### config.mk
export PLATFORM = sky130hd
export DESIGN_NAME = rv_decode_top
export DESIGN_NICKNAME = d
export VERILOG_FILES = /design/src/rv_decode_pkg.sv /design/src/rv_decode_top.sv /design/src/rv_stage_reg.sv /design/src/rv_operand_mux.sv /design/src/rv_pc_track.sv /design/src/rv_imm_gen.sv /design/src/rv_decode_ctrl.sv
export SDC_FILE = /design/constraint.sdc
export NUM_CORES = 1
export LEC_CHECK = 0
export BUFFER_PORTS_ARGS = -buffer_cell sky130_fd_sc_hd__buf_2
export CORE_MARGIN = 2
export CORE_UTILIZATION = 58
export DETAILED_ROUTE_END_ITERATION = 8
export PLACE_DENSITY = 0.87
export SKIP_LAST_GASP = 1
export SYNTH_ARGS = -nofsm -noshare
export SYNTH_HDL_FRONTEND = slang
export SYNTH_SLANG_ARGS = --single-unit
### constraint.sdc
create_clock -name g_clk -period 21.9 [get_ports g_clk]
set_input_delay 1.095 -clock g_clk [delete_from_list [all_inputs] [get_ports g_clk]]
set_output_delay 1.095 -clock g_clk [all_outputs]
set_load 0.02 [all_outputs]
### src/rv_decode_pkg.sv
`default_nettype none

package rv_decode_pkg;

    // ------------------------------------------------------------
    // Widths and base types
    // ------------------------------------------------------------
    localparam int xlen = 32;

    typedef logic [xlen-1:0] word_t;      // Instr, data, operands, PC
    typedef logic [4:0]      reg_addr_t;
    typedef logic [4:0]      uop_t;
    typedef logic [2:0]      fu_t;        // One-hot unit select
    typedef logic [2:0]      imm_fmt_t;
    typedef logic [1:0]      opa_sel_t;
    typedef logic [1:0]      opb_sel_t;
    typedef logic [1:0]      opc_sel_t;

    // ------------------------------------------------------------
    // Micro-op codes, one set per unit
    // ------------------------------------------------------------
    localparam uop_t alu_add    = 5'd1;
    localparam uop_t alu_sub    = 5'd2;
    localparam uop_t alu_and    = 5'd3;
    localparam uop_t alu_or     = 5'd4;
    localparam uop_t alu_xor    = 5'd5;
    localparam uop_t alu_slt    = 5'd6;
    localparam uop_t alu_sltu   = 5'd7;
    localparam uop_t alu_sra    = 5'd8;
    localparam uop_t alu_srl    = 5'd9;
    localparam uop_t alu_sll    = 5'd10;

    localparam uop_t cfu_beq    = 5'd1;
    localparam uop_t cfu_bne    = 5'd2;
    localparam uop_t cfu_blt    = 5'd3;
    localparam uop_t cfu_bge    = 5'd4;
    localparam uop_t cfu_bltu   = 5'd5;
    localparam uop_t cfu_bgeu   = 5'd6;
    localparam uop_t cfu_jali   = 5'd7;
    localparam uop_t cfu_jalr   = 5'd8;
    localparam uop_t cfu_ecall  = 5'd9;
    localparam uop_t cfu_ebreak = 5'd10;

    // LSU uop is a bit field, width sits in bits 2:1
    localparam int lsu_signed = 0;
    localparam int lsu_load   = 3;
    localparam int lsu_store  = 4;
    localparam logic [1:0] lsu_byte = 2'b01;
    localparam logic [1:0] lsu_half = 2'b10;
    localparam logic [1:0] lsu_word = 2'b11;

    // Unit positions in fu_t
    localparam int fu_alu = 0;
    localparam int fu_cfu = 1;
    localparam int fu_lsu = 2;

    // ------------------------------------------------------------
    // Immediate formats and operand selects
    // ------------------------------------------------------------
    localparam imm_fmt_t imm_none  = 3'd0;
    localparam imm_fmt_t imm_i     = 3'd1;
    localparam imm_fmt_t imm_s     = 3'd2;
    localparam imm_fmt_t imm_b     = 3'd3;
    localparam imm_fmt_t imm_u     = 3'd4;
    localparam imm_fmt_t imm_j     = 3'd5;
    localparam imm_fmt_t imm_shamt = 3'd6;

    localparam opa_sel_t opa_zero = 2'd0;
    localparam opa_sel_t opa_rs1  = 2'd1;
    localparam opa_sel_t opa_pcim = 2'd2;
    localparam opb_sel_t opb_zero = 2'd0;
    localparam opb_sel_t opb_rs2  = 2'd1;
    localparam opb_sel_t opb_imm  = 2'd2;
    localparam opc_sel_t opc_zero = 2'd0;
    localparam opc_sel_t opc_rs2  = 2'd1;
    localparam opc_sel_t opc_pcim = 2'd2;

    // Trap causes travel in the rd field
    localparam reg_addr_t trap_iaccess = 5'd1;   // Fetch error
    localparam reg_addr_t trap_iopcode = 5'd2;   // Invalid instruction

    localparam word_t pc_reset_value = 32'h8000_0000;

    // ------------------------------------------------------------
    // RV32I major opcodes
    // ------------------------------------------------------------
    localparam logic [6:0] op_lui    = 7'b0110111;
    localparam logic [6:0] op_auipc  = 7'b0010111;
    localparam logic [6:0] op_jal    = 7'b1101111;
    localparam logic [6:0] op_jalr   = 7'b1100111;
    localparam logic [6:0] op_branch = 7'b1100011;
    localparam logic [6:0] op_load   = 7'b0000011;
    localparam logic [6:0] op_store  = 7'b0100011;
    localparam logic [6:0] op_imm    = 7'b0010011;
    localparam logic [6:0] op_reg    = 7'b0110011;
    localparam logic [6:0] op_system = 7'b1110011;

    localparam word_t instr_ecall  = 32'h0000_0073;
    localparam word_t instr_ebreak = 32'h0010_0073;

endpackage

`default_nettype wire
### src/rv_decode_top.sv
`default_nettype none

module rv_decode_top import rv_decode_pkg::*; (
    input  wire        g_clk,
    input  wire        g_resetn,

    input  wire        s1_valid_i,
    output logic       s1_busy_o,
    input  wire word_t s1_data_i,
    input  wire        s1_error_i,
    input  wire        s1_flush_i,
    input  wire        s1_bubble_i,
    output reg_addr_t  s1_rs1_addr_o,
    output reg_addr_t  s1_rs2_addr_o,
    input  wire word_t s1_rs1_rdata_i,
    input  wire word_t s1_rs2_rdata_i,

    input  wire        cf_req_i,       // Control flow change request
    input  wire word_t cf_target_i,
    input  wire        cf_ack_i,

    output logic       s2_valid_o,
    input  wire        s2_busy_i,
    output reg_addr_t  s2_rd_o,        // Dest reg or trap cause
    output word_t      s2_opr_a_o,
    output word_t      s2_opr_b_o,
    output word_t      s2_opr_c_o,
    output uop_t       s2_uop_o,
    output fu_t        s2_fu_o,
    output logic       s2_trap_o
);

    reg_addr_t n_rd;
    uop_t      n_uop;
    fu_t       n_fu;
    logic      n_trap;
    imm_fmt_t  imm_fmt;
    opa_sel_t  opa_sel;
    opb_sel_t  opb_sel;
    opc_sel_t  opc_sel;
    word_t     imm;
    word_t     pc_imm;          // PC plus immediate
    word_t     n_opr_a;
    word_t     n_opr_b;
    word_t     n_opr_c;
    logic      accept;

    rv_decode_ctrl rv_decode_ctrl_i (
        .instr_i    (s1_data_i),
        .error_i    (s1_error_i),
        .rs1_addr_o (s1_rs1_addr_o),
        .rs2_addr_o (s1_rs2_addr_o),
        .rd_o       (n_rd),
        .uop_o      (n_uop),
        .fu_o       (n_fu),
        .trap_o     (n_trap),
        .imm_fmt_o  (imm_fmt),
        .opa_sel_o  (opa_sel),
        .opb_sel_o  (opb_sel),
        .opc_sel_o  (opc_sel)
    );

    rv_imm_gen rv_imm_gen_i (
        .instr_i   (s1_data_i),
        .imm_fmt_i (imm_fmt),
        .imm_o     (imm)
    );

    rv_pc_track rv_pc_track_i (
        .g_clk       (g_clk),
        .g_resetn    (g_resetn),
        .accept_i    (accept),
        .cf_req_i    (cf_req_i),
        .cf_ack_i    (cf_ack_i),
        .cf_target_i (cf_target_i),
        .imm_i       (imm),
        .pc_imm_o    (pc_imm)
    );

    rv_operand_mux rv_operand_mux_i (
        .opa_sel_i   (opa_sel),
        .opb_sel_i   (opb_sel),
        .opc_sel_i   (opc_sel),
        .rs1_rdata_i (s1_rs1_rdata_i),
        .rs2_rdata_i (s1_rs2_rdata_i),
        .imm_i       (imm),
        .pc_imm_i    (pc_imm),
        .opr_a_o     (n_opr_a),
        .opr_b_o     (n_opr_b),
        .opr_c_o     (n_opr_c)
    );

    rv_stage_reg rv_stage_reg_i (
        .g_clk    (g_clk),
        .g_resetn (g_resetn),
        .valid_i  (s1_valid_i),
        .bubble_i (s1_bubble_i),
        .flush_i  (s1_flush_i),
        .busy_i   (s2_busy_i),
        .rd_i     (n_rd),
        .opr_a_i  (n_opr_a),
        .opr_b_i  (n_opr_b),
        .opr_c_i  (n_opr_c),
        .uop_i    (n_uop),
        .fu_i     (n_fu),
        .trap_i   (n_trap),
        .busy_o   (s1_busy_o),
        .accept_o (accept),
        .valid_o  (s2_valid_o),
        .rd_o     (s2_rd_o),
        .opr_a_o  (s2_opr_a_o),
        .opr_b_o  (s2_opr_b_o),
        .opr_c_o  (s2_opr_c_o),
        .uop_o    (s2_uop_o),
        .fu_o     (s2_fu_o),
        .trap_o   (s2_trap_o)
    );

endmodule

`default_nettype wire

### src/rv_stage_reg.sv
`default_nettype none

module rv_stage_reg import rv_decode_pkg::*; (
    input  wire            g_clk,
    input  wire            g_resetn,
    input  wire            valid_i,
    input  wire            bubble_i,    // Load an all-zero entry
    input  wire            flush_i,
    input  wire            busy_i,      // Stage 2 stalled
    input  wire reg_addr_t rd_i,
    input  wire word_t     opr_a_i,
    input  wire word_t     opr_b_i,
    input  wire word_t     opr_c_i,
    input  wire uop_t      uop_i,
    input  wire fu_t       fu_i,
    input  wire            trap_i,
    output logic           busy_o,
    output logic           accept_o,
    output logic           valid_o,
    output reg_addr_t      rd_o,
    output word_t          opr_a_o,
    output word_t          opr_b_o,
    output word_t          opr_c_o,
    output uop_t           uop_o,
    output fu_t            fu_o,
    output logic           trap_o
);

    logic hold;   // Entry waiting on stage 2
    logic load;

    assign hold     = valid_o && busy_i;
    assign busy_o   = hold || bubble_i;
    assign accept_o = valid_i && !busy_o;
    assign load     = accept_o || (bubble_i && !hold);

    // ------------------------------------------------------------
    // Valid flag, flush beats load
    // ------------------------------------------------------------
    always_ff @(posedge g_clk) begin
        if (!g_resetn || flush_i) begin
            valid_o <= 1'b0;
        end else if (!hold) begin
            valid_o <= load;
        end
    end

    always_ff @(posedge g_clk) begin
        if (load) begin
            if (bubble_i) begin
                rd_o    <= '0;
                opr_a_o <= '0;
                opr_b_o <= '0;
                opr_c_o <= '0;
                uop_o   <= '0;
                fu_o    <= '0;
                trap_o  <= 1'b0;
            end else begin
                rd_o    <= rd_i;
                opr_a_o <= opr_a_i;
                opr_b_o <= opr_b_i;
                opr_c_o <= opr_c_i;
                uop_o   <= uop_i;
                fu_o    <= fu_i;
                trap_o  <= trap_i;
            end
        end
    end

endmodule

`default_nettype wire

### src/rv_operand_mux.sv
`default_nettype none

module rv_operand_mux import rv_decode_pkg::*; (
    input  wire opa_sel_t opa_sel_i,
    input  wire opb_sel_t opb_sel_i,
    input  wire opc_sel_t opc_sel_i,
    input  wire word_t    rs1_rdata_i,
    input  wire word_t    rs2_rdata_i,
    input  wire word_t    imm_i,
    input  wire word_t    pc_imm_i,
    output word_t         opr_a_o,
    output word_t         opr_b_o,
    output word_t         opr_c_o
);

    always_comb begin
        case (opa_sel_i)
            opa_rs1:  opr_a_o = rs1_rdata_i;
            opa_pcim: opr_a_o = pc_imm_i;
            default:  opr_a_o = '0;
        endcase
    end

    always_comb begin
        case (opb_sel_i)
            opb_rs2: opr_b_o = rs2_rdata_i;
            opb_imm: opr_b_o = imm_i;
            default: opr_b_o = '0;
        endcase
    end

    // Store data or branch target
    always_comb begin
        case (opc_sel_i)
            opc_rs2:  opr_c_o = rs2_rdata_i;
            opc_pcim: opr_c_o = pc_imm_i;
            default:  opr_c_o = '0;
        endcase
    end

endmodule

`default_nettype wire

### src/rv_pc_track.sv
`default_nettype none

module rv_pc_track import rv_decode_pkg::*; (
    input  wire        g_clk,
    input  wire        g_resetn,
    input  wire        accept_i,      // Stage 1 instruction taken
    input  wire        cf_req_i,
    input  wire        cf_ack_i,
    input  wire word_t cf_target_i,
    input  wire word_t imm_i,
    output word_t      pc_imm_o
);

    word_t pc_q;   // PC of the word now in stage 1

    always_ff @(posedge g_clk) begin
        if (!g_resetn) begin
            pc_q <= pc_reset_value;
        end else if (cf_req_i && cf_ack_i) begin
            pc_q <= cf_target_i;           // Redirect beats advance
        end else if (accept_i) begin
            pc_q <= pc_q + 32'd4;
        end
    end

    // For auipc, branch and jal targets
    assign pc_imm_o = pc_q + imm_i;

endmodule

`default_nettype wire

### src/rv_imm_gen.sv
`default_nettype none

module rv_imm_gen import rv_decode_pkg::*; (
    input  wire word_t      instr_i,
    input  wire imm_fmt_t   imm_fmt_i,
    output word_t           imm_o
);

    always_comb begin
        case (imm_fmt_i)
            imm_i: begin
                imm_o = {{20{instr_i[31]}}, instr_i[31:20]};
            end
            imm_s: begin
                imm_o = {{20{instr_i[31]}}, instr_i[31:25], instr_i[11:7]};
            end
            imm_b: begin
                imm_o = {{20{instr_i[31]}}, instr_i[7], instr_i[30:25],
                         instr_i[11:8], 1'b0};
            end
            imm_u: begin
                imm_o = {instr_i[31:12], 12'b0};
            end
            imm_j: begin
                imm_o = {{12{instr_i[31]}}, instr_i[19:12], instr_i[20],
                         instr_i[30:21], 1'b0};
            end
            imm_shamt: begin
                imm_o = {27'b0, instr_i[24:20]};   // Zero extended
            end
            default: begin
                imm_o = '0;
            end
        endcase
    end

endmodule

`default_nettype wire

### src/rv_decode_ctrl.sv
`default_nettype none

module rv_decode_ctrl import rv_decode_pkg::*; (
    input  wire word_t instr_i,
    input  wire        error_i,     // Fetch error on this word
    output reg_addr_t  rs1_addr_o,
    output reg_addr_t  rs2_addr_o,
    output reg_addr_t  rd_o,
    output uop_t       uop_o,
    output fu_t        fu_o,
    output logic       trap_o,
    output imm_fmt_t   imm_fmt_o,
    output opa_sel_t   opa_sel_o,
    output opb_sel_t   opb_sel_o,
    output opc_sel_t   opc_sel_o
);

    logic [6:0] opcode;
    logic [2:0] funct3;
    logic       f7_zero;
    logic       f7_alt;       // 0100000, sub and sra
    logic       reg_ok;
    logic       imm_ok;
    logic       is_shift;     // slli, srli, srai
    logic       legal;
    logic       no_rd;        // Stores, branches, ecall, ebreak
    uop_t       alu_uop;
    logic [1:0] lsu_width;

    assign opcode  = instr_i[6:0];
    assign funct3  = instr_i[14:12];
    assign f7_zero = instr_i[31:25] == 7'b0000000;
    assign f7_alt  = instr_i[31:25] == 7'b0100000;

    assign rs1_addr_o = instr_i[19:15];
    assign rs2_addr_o = instr_i[24:20];

    assign is_shift = funct3[1:0] == 2'b01;
    assign reg_ok   = f7_zero || (f7_alt && (funct3 == 3'b000 || funct3 == 3'b101));
    assign imm_ok   = !is_shift || f7_zero || (f7_alt && funct3 == 3'b101);

    // ------------------------------------------------------------
    // ALU op and access width from funct3
    // ------------------------------------------------------------
    always_comb begin
        case (funct3)
            3'b000:  alu_uop = (opcode == op_reg && instr_i[30]) ? alu_sub : alu_add;
            3'b001:  alu_uop = alu_sll;
            3'b010:  alu_uop = alu_slt;
            3'b011:  alu_uop = alu_sltu;
            3'b100:  alu_uop = alu_xor;
            3'b101:  alu_uop = instr_i[30] ? alu_sra : alu_srl;
            3'b110:  alu_uop = alu_or;
            default: alu_uop = alu_and;
        endcase
    end

    always_comb begin
        case (funct3[1:0])
            2'b00:   lsu_width = lsu_byte;
            2'b01:   lsu_width = lsu_half;
            default: lsu_width = lsu_word;
        endcase
    end

    // ------------------------------------------------------------
    // Instruction recognition
    // ------------------------------------------------------------
    always_comb begin
        legal     = 1'b0;
        no_rd     = 1'b0;
        fu_o      = '0;
        uop_o     = '0;
        imm_fmt_o = imm_none;
        opa_sel_o = opa_zero;
        opb_sel_o = opb_zero;
        opc_sel_o = opc_zero;
        case (opcode)
            op_reg: if (reg_ok) begin
                legal        = 1'b1;
                fu_o[fu_alu] = 1'b1;
                uop_o        = alu_uop;
                opa_sel_o    = opa_rs1;
                opb_sel_o    = opb_rs2;
            end
            op_imm: if (imm_ok) begin
                legal        = 1'b1;
                fu_o[fu_alu] = 1'b1;
                uop_o        = alu_uop;
                imm_fmt_o    = is_shift ? imm_shamt : imm_i;
                opa_sel_o    = opa_rs1;
                opb_sel_o    = opb_imm;
            end
            op_lui: begin
                legal        = 1'b1;
                fu_o[fu_alu] = 1'b1;
                uop_o        = alu_or;      // 0 | imm
                imm_fmt_o    = imm_u;
                opb_sel_o    = opb_imm;
            end
            op_auipc: begin
                legal        = 1'b1;
                fu_o[fu_alu] = 1'b1;
                uop_o        = alu_add;     // pcim + 0
                imm_fmt_o    = imm_u;
                opa_sel_o    = opa_pcim;
            end
            op_branch: if (funct3[2:1] != 2'b01) begin
                legal        = 1'b1;
                no_rd        = 1'b1;
                fu_o[fu_cfu] = 1'b1;
                case (funct3)
                    3'b000:  uop_o = cfu_beq;
                    3'b001:  uop_o = cfu_bne;
                    3'b100:  uop_o = cfu_blt;
                    3'b101:  uop_o = cfu_bge;
                    3'b110:  uop_o = cfu_bltu;
                    default: uop_o = cfu_bgeu;
                endcase
                imm_fmt_o    = imm_b;
                opa_sel_o    = opa_rs1;
                opb_sel_o    = opb_rs2;
                opc_sel_o    = opc_pcim;    // Taken target
            end
            op_jal: begin
                legal        = 1'b1;
                fu_o[fu_cfu] = 1'b1;
                uop_o        = cfu_jali;
                imm_fmt_o    = imm_j;
                opc_sel_o    = opc_pcim;
            end
            op_jalr: if (funct3 == 3'b000) begin
                legal        = 1'b1;
                fu_o[fu_cfu] = 1'b1;
                uop_o        = cfu_jalr;
                imm_fmt_o    = imm_i;
                opa_sel_o    = opa_rs1;
                opb_sel_o    = opb_imm;
            end
            op_load: if (funct3[1:0] != 2'b11 && funct3[2:1] != 2'b11) begin
                legal             = 1'b1;
                fu_o[fu_lsu]      = 1'b1;
                uop_o[lsu_load]   = 1'b1;
                uop_o[lsu_signed] = !funct3[2];   // lb, lh
                uop_o[2:1]        = lsu_width;
                imm_fmt_o         = imm_i;
                opa_sel_o         = opa_rs1;
                opb_sel_o         = opb_imm;
            end
            op_store: if (!funct3[2] && funct3[1:0] != 2'b11) begin
                legal            = 1'b1;
                no_rd            = 1'b1;
                fu_o[fu_lsu]     = 1'b1;
                uop_o[lsu_store] = 1'b1;
                uop_o[2:1]       = lsu_width;
                imm_fmt_o        = imm_s;
                opa_sel_o        = opa_rs1;
                opb_sel_o        = opb_imm;
                opc_sel_o        = opc_rs2;     // Store data
            end
            op_system: if (instr_i == instr_ecall || instr_i == instr_ebreak) begin
                legal        = 1'b1;
                no_rd        = 1'b1;
                fu_o[fu_cfu] = 1'b1;
                uop_o        = instr_i[20] ? cfu_ebreak : cfu_ecall;
            end
            default: ;
        endcase
    end

    // Trap cause replaces rd, opcode fault first
    assign trap_o = error_i || !legal;
    assign rd_o   = !legal  ? trap_iopcode :
                    error_i ? trap_iaccess :
                    no_rd   ? '0           : instr_i[11:7];

endmodule

`default_nettype wire

==> results of run 1 <==
==> metrics by stage <==
stage          util [%]  worst slack [ps]  std cells
6_report           70.9             15290       1445
5_1_grt            70.9             14880       1445
4_1_cts            70.9             15440       1445
3_5_place_dp       67.2             15090       1413
3_3_place_gp       67.2             15270       1413
2_1_floorplan         -             14250       1013
==> cells by family after synthesis <==
| kind of cell | count (synthesis) | synth area share (%) |
|---|---|---|
| flops | 143 | 42.1 |
| fa+ha+maj | 36 | 4.74 |
| compound gates | 290 | 23.1 |
| simple gates | 372 | 19.0 |
| buf+inv | 106 | 4.76 |
| xor+xnor | 62 | 5.77 |
| mux | 4 | 0.439 |
==> worst max path at each step <==
stage | startpoint | endpoint | slack, ps | cells after the start
finish | s1_data_i[26] | rv_stage_reg_i.opr_c_o[30]$_SDFFCE_PP0P_ | 15290 | 22
CTS | s1_data_i[6] | rv_stage_reg_i.opr_c_o[30]$_SDFFCE_PP0P_ | 15440 | 22
detailed placement | s1_data_i[6] | rv_stage_reg_i.opr_c_o[30]$_SDFFCE_PP0P_ | 15090 | 22
global placement | s1_data_i[6] | rv_stage_reg_i.opr_c_o[30]$_SDFFCE_PP0P_ | 15270 | 22
floorplan | s1_bubble_i | rv_stage_reg_i.fu_o[0]$_SDFFCE_PP0P_ | 14250 | 4
global route | s1_data_i[26] | rv_stage_reg_i.opr_c_o[30]$_SDFFCE_PP0P_ | 14880 | 22
==> sequential cells by signal, summed over array words and instances (netlist names) <==
name                    cells
rv_pc_track_i.pc_q         32
rv_stage_reg_i.fu_o         3
rv_stage_reg_i.opr_a_o     32
rv_stage_reg_i.opr_b_o     32
rv_stage_reg_i.opr_c_o     32
rv_stage_reg_i.rd_o         5
rv_stage_reg_i.trap_o       1
rv_stage_reg_i.uop_o        5
rv_stage_reg_i.valid_o      1
==> cells in the final DEF, fill, tap and decap left out, types with 20 or more instances in the layout <==
master / synthesis / final
sky130_fd_sc_hd__inv_1: 28 / 28
sky130_fd_sc_hd__xnor2_1: 22 / 22
sky130_fd_sc_hd__a22oi_1: 74 / 74
sky130_fd_sc_hd__nand3_1: 30 / 30
sky130_fd_sc_hd__o211a_1: 27 / 27
sky130_fd_sc_hd__o21ai_0: 34 / 34
sky130_fd_sc_hd__dfxtp_1: 33 / 33
sky130_fd_sc_hd__a22o_1: 21 / 21
sky130_fd_sc_hd__a21oi_1: 26 / 25
sky130_fd_sc_hd__and2_1: 20 / 20
sky130_fd_sc_hd__buf_2: 1 / 258
sky130_fd_sc_hd__ha_1: 30 / 30
sky130_fd_sc_hd__nor2_1: 125 / 125
sky130_fd_sc_hd__nand2_1: 91 / 90
sky130_fd_sc_hd__xor2_1: 40 / 40
sky130_fd_sc_hd__edfxtp_1: 110 / 110
==> layout make-up <==
cell class / count / area (sq um) / share of cell area (%)
sequential: 143 / 3960 / 35.2
multi-input combinational: 764 / 5020 / 44.5
timing repair buffer: 262 / 1320 / 11.7
tap: 216 / 270 / 2.40
clock buffer: 17 / 425 / 3.77
inverter: 28 / 105 / 0.933
clock inverter: 15 / 168 / 1.49
==> where the power goes <==
part	switching, mW	internal, mW
sequential	0.0114	0.308
clock	0.131	0.163
combinational	0.0674	0.0351
total	0.210	0.506
==> layer usage <==
| layer | share of wire (%) | vias to the layer above |
|---|---|---|
| li1 | - | 4180 |
| met1 | 39 | 4203 |
| met2 | 45 | 629 |
| met3 | 12 | 106 |
| met4 | 4.2 | 0 |
| met5 | 0 | - |
==> worst reg2reg max path, stage by stage (launching register included) <==
cell	delay, ps
sky130_fd_sc_hd__dfxtp_1	380
sky130_fd_sc_hd__ha_1	210
sky130_fd_sc_hd__inv_1	60
sky130_fd_sc_hd__fa_1	410
sky130_fd_sc_hd__nor2b_1	140
sky130_fd_sc_hd__o21ai_0	140
sky130_fd_sc_hd__a31oi_1	360
sky130_fd_sc_hd__nor2_1	80
sky130_fd_sc_hd__o31ai_1	420
sky130_fd_sc_hd__a41oi_2	240
sky130_fd_sc_hd__o21a_2	290
sky130_fd_sc_hd__o31ai_1	280
sky130_fd_sc_hd__maj3_2	270
sky130_fd_sc_hd__a221o_1	280
sky130_fd_sc_hd__a31oi_2	170
sky130_fd_sc_hd__xnor2_1	200
sky130_fd_sc_hd__a22o_1	250
==> metrics.txt, run 1 <==
# TYPE chip_impl_metric gauge
chip_impl_metric{name="drt_wl_total",unit="um"} 29500
chip_impl_metric{name="globalRouteMet2Util",unit="%"} 52.2
chip_impl_metric{name="cts_num_sinks",unit=""} 143
chip_impl_info{name="cts_tree",value="built"} 1
chip_impl_metric{name="vdd_ir_drop_max",unit="uV"} 40.5
chip_impl_metric{name="nNetsFinal",unit=""} 1384
chip_impl_metric{name="worst_setup_skew_after_layout",unit="ps"} 11.8
chip_impl_metric{name="cts-htree-levels",unit=""} 4
chip_impl_metric{name="globalRouteMet1Util",unit="%"} 44.9
chip_impl_metric{name="distinct_cells_synth",unit=""} 79
chip_impl_metric{name="antenna-diode-count",unit=""} 0
chip_impl_info{name="synthDominantAreaCellType",value="sky130_fd_sc_hd__edfxtp_1"} 1
chip_impl_info{name="outcome",value="finished, final reports clean"} 1
chip_impl_metric{name="grt_overflow_total",unit=""} 0
chip_impl_metric{name="postSynthCellCount",unit=""} 1013
chip_impl_metric{name="post-route-min-period",unit="ps"} 6610
chip_impl_metric{name="cp.buffers_inverters",unit=""} 2
chip_impl_metric{name="route.antenna.remaining_nets",unit=""} 0
chip_impl_info{name="synth_common_cells",value="sky130_fd_sc_hd__nor2_1 (125), sky130_fd_sc_hd__edfxtp_1 (110), sky130_fd_sc_hd__nand2_1 (91)"} 1
chip_impl_metric{name="grt_pass1_vias",unit=""} 8206
chip_impl_info{name="timing.critical_path.max_delay_family",value="compound AO/OA/AOI/OAI gates"} 1
chip_impl_metric{name="grt_pass1_wl",unit="um"} 45300
chip_impl_metric{name="core_area",unit="sq um"} 15900
chip_impl_info{name="worstSetupEndpointType",value="register"} 1
chip_impl_metric{name="max-slew-margin-rel",unit="%"} 17.1
chip_impl_metric{name="clockBufferDepth",unit=""} 2
chip_impl_metric{name="worst_ep_required_time",unit="ps"} 22090
chip_impl_metric{name="drt-vias-per-instance",unit=""} 6.31
chip_impl_metric{name="area_delta_synth_final",unit="%"} 19.7
chip_impl_metric{name="post_synth_instance_area",unit="sq um"} 9410
chip_impl_metric{name="chipHeight",unit="um"} 131
chip_impl_metric{name="grt_start_max_net_pins",unit=""} 89
chip_impl_info{name="crit_path_top_delay_cell",value="sky130_fd_sc_hd__nor4_1"} 1
chip_impl_metric{name="setup-violations-final",unit=""} 0
chip_impl_metric{name="placementRows",unit=""} 46
chip_impl_metric{name="global_route_met3_usage",unit="%"} 7.75
chip_impl_metric{name="rr_worst_depth",unit=""} 16
chip_impl_metric{name="ys_seq_elements",unit=""} 143
chip_impl_metric{name="dieArea",unit="sq um"} 17300
chip_impl_metric{name="synth_edf_count",unit=""} 110
chip_impl_metric{name="final_hold_viols",unit=""} 0
chip_impl_metric{name="overall_via_count_from_detail_route",unit=""} 9118
chip_impl_metric{name="power_leakage",unit="nW"} 5.02
chip_impl_info{name="worst_hold_path_type",value="register to register"} 1
chip_impl_metric{name="post-route-drc-count",unit=""} 0
chip_impl_metric{name="yosysSeqAreaShare",unit="%"} 42.1
chip_impl_metric{name="synth_async_sr_flop_share",unit="%"} 0
chip_impl_metric{name="cts_inserted_buffers",unit=""} 17
chip_impl_metric{name="starting_density",unit="%"} 59.3
chip_impl_metric{name="port_buffers",unit=""} 258
chip_impl_metric{name="achievable_freq",unit="MHz"} 151
chip_impl_info{name="hold_start",value="rv_pc_track_i.pc_q[0]$_SDFFE_PN0P_"} 1
chip_impl_metric{name="wl_per_cell",unit="um"} 20.4
chip_impl_info{name="timing.rr.start",value="rv_pc_track_i.pc_q[0]$_SDFFE_PN0P_"} 1
chip_impl_metric{name="globalRouteTotalUtil",unit="%"} 33.5
chip_impl_metric{name="avgSynthCellArea",unit="sq um"} 9.29
chip_impl_info{name="ctsRootBufferMaster",value="sky130_fd_sc_hd__clkbuf_16"} 1
chip_impl_metric{name="max_stage_delay",unit="ps"} 670
chip_impl_info{name="min_to",value="rv_pc_track_i.pc_q[0]$_SDFFE_PN0P_"} 1
chip_impl_info{name="worstSetupPathType",value="primary input to register"} 1
chip_impl_metric{name="ioPinCount",unit=""} 259
chip_impl_metric{name="setup-tns-final",unit="ps"} 0
chip_impl_metric{name="synth-warning-count",unit=""} 0
chip_impl_metric{name="detailedPlacementHpwl",unit="um"} 22300
chip_impl_metric{name="final_design_area_no_fill",unit="sq um"} 11300
chip_impl_metric{name="clk_transition_reported_paths",unit="ps"} 60
chip_impl_metric{name="count_of_filler_cells_inserted_in_the_layout",unit=""} 1218
chip_impl_metric{name="drv_slew",unit=""} 0
chip_impl_metric{name="post_cts_hold_buffer_count",unit=""} 0
chip_impl_metric{name="maxCapViolCount",unit=""} 0
chip_impl_metric{name="placedInstanceArea",unit="sq um"} 10700
chip_impl_info{name="rsz0062_at_grt",value="false"} 1
chip_impl_metric{name="ctsResizeCount",unit=""} 0
chip_impl_metric{name="initialDrtViolationCount",unit=""} 1199
chip_impl_info{name="regToRegEndpoint",value="rv_stage_reg_i.opr_c_o[30]$_SDFFCE_PP0P_"} 1
chip_impl_metric{name="layout-drive-gt1-share",unit="%"} 26.2
chip_impl_metric{name="routabilityCongestion",unit=""} 0.990
chip_impl_info{name="grt.busiest_layer",value="met2"} 1
chip_impl_metric{name="r2r_setup_slk",unit="ps"} 17500
chip_impl_metric{name="tightestPinTransition",unit="ps"} 1240
chip_impl_metric{name="total_power",unit="mW"} 0.716
chip_impl_metric{name="power.density_cell_area",unit="nW/um^2"} 63.5
chip_impl_metric{name="hold_slack",unit="ps"} 533
chip_impl_metric{name="min_delay_path_depth",unit=""} 2
chip_impl_info{name="crit_path_start_kind",value="primary input"} 1
chip_impl_metric{name="detail_route.first_pass.iterations",unit=""} 6
chip_impl_info{name="crit_path_cell_trace",value="buf_2 -> nor4_1 -> nand3_1 -> nor3_1 -> nor2_1 -> a211o_1 -> and2_1 -> ha_1 -> o21ai_0 -> a22oi_1 -> inv_1 -> a31oi_1 -> nor2_1 -> o31ai_1 -> a41oi_2 -> o21a_2 -> o31ai_1 -> maj3_2 -> a221o_1 -> a31oi_2 -> xnor2_1 -> a22o_1"} 1
chip_impl_metric{name="timing.final.crit_share",unit="%"} 30.2
chip_impl_metric{name="synthesis.nets",unit=""} 1181
chip_impl_info{name="synth_most_common_cell",value="sky130_fd_sc_hd__nor2_1"} 1
chip_impl_metric{name="synth_top_cell_area_share",unit="%"} 35.1
chip_impl_metric{name="timing.critical_path.arrival",unit="ps"} 6800
chip_impl_metric{name="post_cts.repair.setup_buffers",unit=""} 0
chip_impl_metric{name="insertion_delay",unit="ps"} 440
chip_impl_info{name="synth-main-ff-cell",value="sky130_fd_sc_hd__edfxtp_1"} 1
chip_impl_metric{name="horiz_die_dim",unit="um"} 131
chip_impl_info{name="synth_area_leaders",value="sky130_fd_sc_hd__edfxtp_1 (35%), sky130_fd_sc_hd__dfxtp_1 (7.0%), sky130_fd_sc_hd__a22oi_1 (5.9%), sky130_fd_sc_hd__nor2_1 (5.0%), sky130_fd_sc_hd__ha_1 (4.0%)"} 1
chip_impl_metric{name="critical_path.max_fanout",unit=""} 9
chip_impl_metric{name="number_of_antenna_violations_at_the_first_check_in_global_routing",unit=""} 1
Note: power is estimated with default switching activity, not from simulation.
==> run 2, diff against run 1 <==
Settings changed: CORE_UTILIZATION 58 to 48, PLACE_DENSITY 0.87 to 0.77.
Clock period 21.9 ns to 5.6 ns, I/O delays scaled along.
==> run 2 against run 1 <==
Net effect: first-iteration DRC count fell by 28%; global-route usage fell by 4.7 points; sequential share of layout area fell by 0.91 points; cell area rose by 2.6%; combinational power rose to 4.0 times the previous value; via count fell by 1.6%; power rose to 4.0 times the previous value; sequential power rose to 3.9 times the previous value; worst setup slack got worse by 15000 ps; hold slack got worse by 460 ps; core utilization fell by 11 points; critical endpoint unchanged; largest cell class unchanged; largest power group unchanged; highest routed layer unchanged.
==> metrics.txt, run 2 (synthesis results as in run 1) <==
# TYPE chip_impl_metric gauge
chip_impl_metric{name="cts_inserted_buffers",unit=""} 17
chip_impl_info{name="worstSetupEndpointType",value="register"} 1
chip_impl_metric{name="initialDrtViolationCount",unit=""} 864
chip_impl_metric{name="max-slew-margin-rel",unit="%"} 19.3
chip_impl_metric{name="core_area",unit="sq um"} 19300
chip_impl_metric{name="detail_route.first_pass.iterations",unit=""} 5
chip_impl_metric{name="rr_worst_depth",unit=""} 16
chip_impl_metric{name="fin_cells",unit=""} 1522
chip_impl_metric{name="placed_cells_incl_taps",unit=""} 1489
chip_impl_info{name="maxUsedRoutingLayer",value="met4"} 1
chip_impl_metric{name="worst_setup_skew_after_layout",unit="ps"} 14.1
chip_impl_metric{name="setup-tns-final",unit="ps"} 0
chip_impl_metric{name="count_of_filler_cells_inserted_in_the_layout",unit=""} 1719
chip_impl_metric{name="cp.buffers_inverters",unit=""} 2
chip_impl_metric{name="detailedPlacementHpwl",unit="um"} 23500
chip_impl_metric{name="drt_wl_total",unit="um"} 30400
chip_impl_metric{name="ioPinCount",unit=""} 259
chip_impl_metric{name="globalRouteTotalUtil",unit="%"} 28.8
chip_impl_info{name="crit_path_start_kind",value="primary input"} 1
chip_impl_metric{name="port_buffers",unit=""} 258
chip_impl_metric{name="power_leakage",unit="nW"} 5.18
chip_impl_metric{name="detailroute.wirelength.met2",unit="um"} 13600
chip_impl_metric{name="register_area",unit="sq um"} 3960
chip_impl_metric{name="setup-violations-final",unit=""} 0
chip_impl_metric{name="insertion_delay",unit="ps"} 450
chip_impl_metric{name="starting_density",unit="%"} 48.7
chip_impl_metric{name="nNetsFinal",unit=""} 1412
chip_impl_metric{name="clk_transition_reported_paths",unit="ps"} 70
chip_impl_metric{name="maxCapViolCount",unit=""} 0
chip_impl_info{name="layout_commonest_cell",value="sky130_fd_sc_hd__buf_2"} 1
chip_impl_info{name="crit_path_top_delay_cell",value="sky130_fd_sc_hd__or4b_4"} 1
chip_impl_metric{name="dieArea",unit="sq um"} 20700
chip_impl_info{name="most-common-layout-cells",value="sky130_fd_sc_hd__buf_2 (258), sky130_fd_sc_hd__nor2_1 (125), sky130_fd_sc_hd__edfxtp_1 (110), sky130_fd_sc_hd__nand2_1 (90), sky130_fd_sc_hd__a22oi_1 (74)"} 1
chip_impl_metric{name="grt_start_max_net_pins",unit=""} 64
chip_impl_metric{name="cts_num_sinks",unit=""} 143
chip_impl_info{name="cts_tree",value="built"} 1
chip_impl_info{name="worst_hold_path_type",value="primary input to register"} 1
chip_impl_metric{name="power.density_cell_area",unit="nW/um^2"} 248
chip_impl_metric{name="timing.critical_path.arrival",unit="ps"} 5440
chip_impl_metric{name="final_hold_viols",unit=""} 0
chip_impl_metric{name="grt_overflow_total",unit=""} 0
chip_impl_metric{name="multi_input_combinational_cell_area",unit="sq um"} 5020
chip_impl_metric{name="vdd_ir_drop_max",unit="uV"} 214
chip_impl_info{name="worstSetupPathType",value="primary input to register"} 1
chip_impl_metric{name="number_of_antenna_violations_at_the_first_check_in_global_routing",unit=""} 0
chip_impl_metric{name="routed-wl-met3",unit="um"} 2820
chip_impl_metric{name="cp.depth",unit=""} 22
chip_impl_metric{name="post-route-drc-count",unit=""} 0
chip_impl_info{name="timing.critical_path.max_delay_family",value="compound AO/OA/AOI/OAI gates"} 1
chip_impl_metric{name="min_delay_path_depth",unit=""} 3
chip_impl_metric{name="post-route-min-period",unit="ps"} 5240
chip_impl_info{name="ctsRootBufferMaster",value="sky130_fd_sc_hd__clkbuf_16"} 1
chip_impl_metric{name="clockBufferDepth",unit=""} 2
chip_impl_metric{name="area_delta_synth_final",unit="%"} 22.9
chip_impl_metric{name="max_stage_delay",unit="ps"} 550
chip_impl_metric{name="cts-htree-levels",unit=""} 4
chip_impl_metric{name="achievable_freq",unit="MHz"} 191
chip_impl_info{name="crit_path_cell_trace",value="buf_2 -> or4b_4 -> or4_4 -> and2_4 -> a21oi_4 -> or2_2 -> a22o_1 -> inv_1 -> fa_1 -> nor2b_1 -> o21ai_0 -> a31oi_1 -> nor2_1 -> o31ai_1 -> a41oi_2 -> o21a_2 -> o31ai_1 -> maj3_2 -> a221o_1 -> a31oi_2 -> xnor2_1 -> a22o_1"} 1
chip_impl_metric{name="antenna-diode-count",unit=""} 0
chip_impl_metric{name="overall_via_count_from_detail_route",unit=""} 8968
chip_impl_metric{name="layout-drive-gt1-share",unit="%"} 27.8
chip_impl_metric{name="total_power",unit="mW"} 2.87
chip_impl_metric{name="worst_ep_required_time",unit="ps"} 5800
chip_impl_metric{name="route.antenna.remaining_nets",unit=""} 0
chip_impl_info{name="outcome",value="finished, final reports clean"} 1
chip_impl_metric{name="drv_slew",unit=""} 0
chip_impl_metric{name="ctsResizeCount",unit=""} 0
chip_impl_metric{name="grt_pass1_wl",unit="um"} 45100
chip_impl_metric{name="routabilityCongestion",unit=""} 0.976
chip_impl_metric{name="timing.final.crit_share",unit="%"} 93.6
chip_impl_metric{name="wl_met1",unit="um"} 13100
chip_impl_metric{name="placementRows",unit=""} 51
chip_impl_info{name="rsz0062_at_grt",value="false"} 1
chip_impl_metric{name="grt_pass1_vias",unit=""} 8104
chip_impl_metric{name="chipHeight",unit="um"} 144
chip_impl_metric{name="wl_per_cell",unit="um"} 20.0
chip_impl_metric{name="tightestPinTransition",unit="ps"} 1210
chip_impl_metric{name="drt-vias-per-instance",unit=""} 5.89
chip_impl_metric{name="critical_path.max_fanout",unit=""} 4
chip_impl_metric{name="horiz_die_dim",unit="um"} 144
## run 2: cell count changes in the layout (fill, tap and decap cells not counted)
cell                            change
sky130_fd_sc_hd__buf_4             +27
sky130_fd_sc_hd__inv_6              -1
sky130_fd_sc_hd__dlygate4sd3_1      +1
sky130_fd_sc_hd__bufinv_16          +1
sky130_fd_sc_hd__clkinv_4           -1
sky130_fd_sc_hd__inv_8              +1
## run 2: area by class of cell
class	count	area share [%]
multi-input combinational	764	43.4
clock inverter	15	1.65
clock buffer	17	3.68
tap	265	2.87
timing repair buffer	290	13.3
inverter	28	0.909
sequential	143	34.3
## run 2: power breakdown
| group | switching [mW] | total, mW | leakage, nW | internal, mW |
|---|---|---|---|---|
| Combinational | 0.268 | 0.412 | 3.41 | 0.144 |
| Clock | 0.525 | 1.21 | 0.303 | 0.682 |
| Sequential | 0.0449 | 1.25 | 1.47 | 1.20 |
| Total | 0.838 | 2.87 | 5.18 | 2.03 |
## run 2: stage by stage
step | utilization, % | cell area [sq um] | worst slack [ps] | hold WS (ps)
floorplan | - | 9420 | 269 | 356
global placement | 56.6 | 10900 | 149 | 442
detailed placement | 56.6 | 10900 | 28.4 | 445
CTS | 59.8 | 11600 | 439 | 62.9
global route | 59.8 | 11600 | 138 | 66.7
finish | 59.8 | 11600 | 357 | 69.9
## run 2: routing by layer
metal  vias up  global-route usage [%]
li1       4238                       -
met1      4219                    39.1
met2       447                    45.3
met3        64                    6.32
met4         0                    10.5
met5         -                       0
## run 2: path summary, 6_finish.rpt
path / from / to / slack [ps]
worst max-delay path: s1_data_i[14] / rv_stage_reg_i.opr_c_o[30]$_SDFFCE_PP0P_ / 360
worst min-delay path: cf_target_i[31] / rv_pc_track_i.pc_q[31]$_SDFFE_PN1P_ / 70
worst max register to register: rv_pc_track_i.pc_q[0]$_SDFFE_PN0P_ / rv_stage_reg_i.opr_c_o[30]$_SDFFCE_PP0P_ / 1480
worst min register to register: rv_pc_track_i.pc_q[0]$_SDFFE_PN0P_ / rv_pc_track_i.pc_q[0]$_SDFFE_PN0P_ / 530
## run 2: worst register-to-register path, delay by kind of cell (launching register included)
kind	cells	cell delay (ps)
DFF	1	410
AOI/OAI and AO/OA	9	2200
buffers and inverters	1	60
xor gates and xnor gates	1	170
and+or+nand+nor	2	170
adders and majority gates	3	880
## run 2: timing repair
action / 4_1_cts / 5_1_grt
endpoints found under the hold margin: 1 / 0
setup buffers: 0 / 0
hold buffers: 1 / 0
==> run 3, diff against run 2 <==
Settings changed: ABC_AREA set to 0, CORE_UTILIZATION 48 to 54, PLACE_DENSITY 0.77 to 0.82.
Clock period 5.6 ns to 5.2 ns, I/O delays scaled along.
==> run 3 against run 2 <==
Net effect: cell area increased by 2.1%; sequential share of layout area down 0.69 points; hold slack worse by 26 ps; clock power about the same; clock-buffer cell count stayed put; wire length fell by 0.39%; via count grew 2.8%; combinational power rose by 11%; power is 5.5% higher.
==> metrics.txt, run 3 (synthesis results as in run 1) <==
# TYPE chip_impl_metric gauge
chip_impl_info{name="outcome",value="finished, final reports clean"} 1
chip_impl_metric{name="routabilityCongestion",unit=""} 1.02
chip_impl_metric{name="r2r_setup_slk",unit="ps"} 1410
chip_impl_metric{name="setup-violations-final",unit=""} 0
chip_impl_metric{name="critical_path.max_fanout",unit=""} 4
chip_impl_metric{name="cts_inserted_buffers",unit=""} 17
chip_impl_metric{name="max_stage_delay",unit="ps"} 550
chip_impl_metric{name="route.antenna.remaining_nets",unit=""} 0
chip_impl_metric{name="globalRouteTotalUtil",unit="%"} 32.3
chip_impl_metric{name="detailroute.wirelength.met2",unit="um"} 13800
chip_impl_metric{name="timing.final.ws_setup",unit="ps"} 285
chip_impl_metric{name="grt_start_max_net_pins",unit=""} 105
chip_impl_metric{name="drt_wl_total",unit="um"} 30300
chip_impl_metric{name="placementRows",unit=""} 48
chip_impl_metric{name="rr_worst_depth",unit=""} 16
chip_impl_metric{name="drt-vias-per-instance",unit=""} 6.06
chip_impl_metric{name="placement.setup.worst_slack",unit="ps"} -184
chip_impl_metric{name="detailedPlacementHpwl",unit="um"} 23100
chip_impl_metric{name="grt_pass1_vias",unit=""} 8432
chip_impl_info{name="crit_path_cell_trace",value="buf_2 -> or4b_4 -> or4_4 -> and2_4 -> a21oi_4 -> or2_2 -> a22o_1 -> ha_1 -> a211oi_2 -> nor2_1 -> o2111a_1 -> o21a_1 -> nor2_1 -> o31a_1 -> o221ai_2 -> o2111a_1 -> a32oi_1 -> o21ai_2 -> a221o_1 -> a221o_1 -> mux2i_1 -> nand3_1"} 1
chip_impl_metric{name="core_area",unit="sq um"} 17200
chip_impl_metric{name="overall_via_count_from_detail_route",unit=""} 9217
chip_impl_metric{name="chipHeight",unit="um"} 136
chip_impl_metric{name="power_leakage",unit="nW"} 5.35
chip_impl_info{name="worstSetupEndpointType",value="register"} 1
chip_impl_metric{name="layout-drive-gt1-share",unit="%"} 30.3
chip_impl_info{name="timing.rr.start",value="rv_pc_track_i.pc_q[0]$_SDFFE_PN0P_"} 1
chip_impl_metric{name="post-route-min-period",unit="ps"} 4910
chip_impl_metric{name="initialDrtViolationCount",unit=""} 886
chip_impl_metric{name="drv_slew",unit=""} 0
chip_impl_info{name="crit_end",value="rv_stage_reg_i.opr_a_o[31]$_SDFFCE_PP0P_"} 1
chip_impl_metric{name="routed-wl-met3",unit="um"} 3080
chip_impl_info{name="layout_commonest_cell",value="sky130_fd_sc_hd__buf_2"} 1
chip_impl_metric{name="wl_per_cell",unit="um"} 19.9
chip_impl_metric{name="port_buffers",unit=""} 258
chip_impl_metric{name="number_of_antenna_violations_at_the_first_check_in_global_routing",unit=""} 0
chip_impl_metric{name="worst_ep_required_time",unit="ps"} 5380
chip_impl_metric{name="post-route-drc-count",unit=""} 0
chip_impl_info{name="crit_path_start",value="s1_data_i[14]"} 1
chip_impl_info{name="crit_path_start_kind",value="primary input"} 1
chip_impl_metric{name="starting_density",unit="%"} 54.8
chip_impl_metric{name="dieArea",unit="sq um"} 18500
chip_impl_info{name="worst_hold_path_type",value="primary input to register"} 1
chip_impl_metric{name="total_power",unit="mW"} 3.03
chip_impl_metric{name="power.density_cell_area",unit="nW/um^2"} 256
chip_impl_metric{name="grt_overflow_total",unit=""} 0
chip_impl_metric{name="clockBufferDepth",unit=""} 2
chip_impl_info{name="maxUsedRoutingLayer",value="met4"} 1
chip_impl_info{name="worstSetupPathType",value="primary input to register"} 1
chip_impl_metric{name="wl_met1",unit="um"} 12800
chip_impl_metric{name="clk_transition_reported_paths",unit="ps"} 70
chip_impl_metric{name="grt_pass1_wl",unit="um"} 45600
chip_impl_info{name="most-common-layout-cells",value="sky130_fd_sc_hd__buf_2 (258), sky130_fd_sc_hd__nor2_1 (125), sky130_fd_sc_hd__edfxtp_1 (110), sky130_fd_sc_hd__nand2_1 (90), sky130_fd_sc_hd__a22oi_1 (73)"} 1
chip_impl_metric{name="ioPinCount",unit=""} 259
chip_impl_metric{name="achievable_freq",unit="MHz"} 203
chip_impl_metric{name="cts-htree-levels",unit=""} 4
chip_impl_metric{name="insertion_delay",unit="ps"} 440
chip_impl_metric{name="final_hold_viols",unit=""} 0
chip_impl_info{name="cts_tree",value="built"} 1
chip_impl_info{name="regToRegEndpoint",value="rv_stage_reg_i.opr_c_o[30]$_SDFFCE_PP0P_"} 1
chip_impl_metric{name="vdd_ir_drop_max",unit="uV"} 225
chip_impl_info{name="crit_path_top_delay_cell",value="sky130_fd_sc_hd__or4b_4"} 1
chip_impl_metric{name="timing.critical_path.arrival",unit="ps"} 5100
chip_impl_metric{name="area_delta_synth_final",unit="%"} 25.4
chip_impl_metric{name="horiz_die_dim",unit="um"} 136
chip_impl_metric{name="nNetsFinal",unit=""} 1449
chip_impl_metric{name="detail_route.first_pass.iterations",unit=""} 5
chip_impl_metric{name="tightestPinTransition",unit="ps"} 1000
chip_impl_metric{name="max-slew-margin-rel",unit="%"} 32.6
chip_impl_metric{name="maxCapViolCount",unit=""} 0
chip_impl_metric{name="timing.final.crit_share",unit="%"} 94.5
chip_impl_info{name="ctsRootBufferMaster",value="sky130_fd_sc_hd__clkbuf_16"} 1
chip_impl_metric{name="cts_num_sinks",unit=""} 143
chip_impl_metric{name="worst_setup_skew_after_layout",unit="ps"} 12.2
==> run 3: cell types whose count changed in the layout (fill, tap and decap cells not counted), moves of 2 or more <==
cell,delta
sky130_fd_sc_hd__buf_4,+36
sky130_fd_sc_hd__clkinv_4,+2
sky130_fd_sc_hd__inv_6,+3
sky130_fd_sc_hd__inv_8,-4
==> run 3: cell type report <==
class,instances,area (sq um)
Fill cell,1341,5370
Multi-Input combinational cell,764,5050
Sequential cell,143,3960
Timing Repair Buffer,327,1820
Clock buffer,17,425
Tap cell,225,282
Clock inverter,15,148
Inverter,28,105
Antenna cell,1,2.50
==> run 3: worst min path at each step <==
stage,from,to,slack [ps],cells past startpoint
floorplan,s1_flush_i,rv_stage_reg_i.valid_o$_SDFFE_PP0N_,340,1
detailed placement,s1_flush_i,rv_stage_reg_i.valid_o$_SDFFE_PP0N_,430,2
CTS,cf_target_i[31],rv_pc_track_i.pc_q[31]$_SDFFE_PN1P_,40,3
finish,cf_target_i[31],rv_pc_track_i.pc_q[31]$_SDFFE_PN1P_,40,3
global placement,s1_flush_i,rv_stage_reg_i.valid_o$_SDFFE_PP0N_,420,2
global route,cf_target_i[21],rv_pc_track_i.pc_q[21]$_SDFFE_PN0P_,60,2
==> run 3: per-stage QoR <==
step | TNS, ps | instances | hold WS [ps] | instance area (sq um) | utilization [%]
2_1_floorplan | 0 | 1013 | 336 | 9430 | -
3_3_place_gp | -29.2 | 1485 | 424 | 11200 | 65.1
3_5_place_dp | -830 | 1485 | 434 | 11200 | 65.1
4_1_cts | 0 | 1518 | 39.8 | 11800 | 68.5
5_1_grt | -15.1 | 1519 | 61.0 | 11800 | 68.7
6_report | 0 | 1520 | 43.9 | 11800 | 68.7
==> run 3: repair_timing <==
| action | 4_1_cts | 5_1_grt |
|---|---|---|
| buffers inserted | 0 | 1 |
| hold buffers | 1 | 0 |
| endpoints found under the hold margin | 1 | 0 |
| endpoints found under the setup margin | 0 | 6 |
| resized for setup | 0 | 6 |
==> run 3: critical path, delay by kind of cell <==
kind                       cells  cell delay [ps]
AOI/OAI and AO/OA             12             2600
and+or+nand+nor                7             1670
adders and majority gates      1              270
muxes                          1              170
buffers and inverters          1              110
==> run 3: power by group <==
group / internal (mW) / switching [mW] / total (mW)
Sequential: 1.30 / 0.0478 / 1.34
Clock: 0.674 / 0.549 / 1.22
Combinational: 0.167 / 0.292 / 0.459
Total: 2.14 / 0.889 / 3.03
==> run 3: per-layer routing <==
layer	track usage [%]	up-vias
li1	-	4313
met1	44.3	4296
met2	51.3	554
met3	6.79	54
met4	10.1	0
met5	0	-
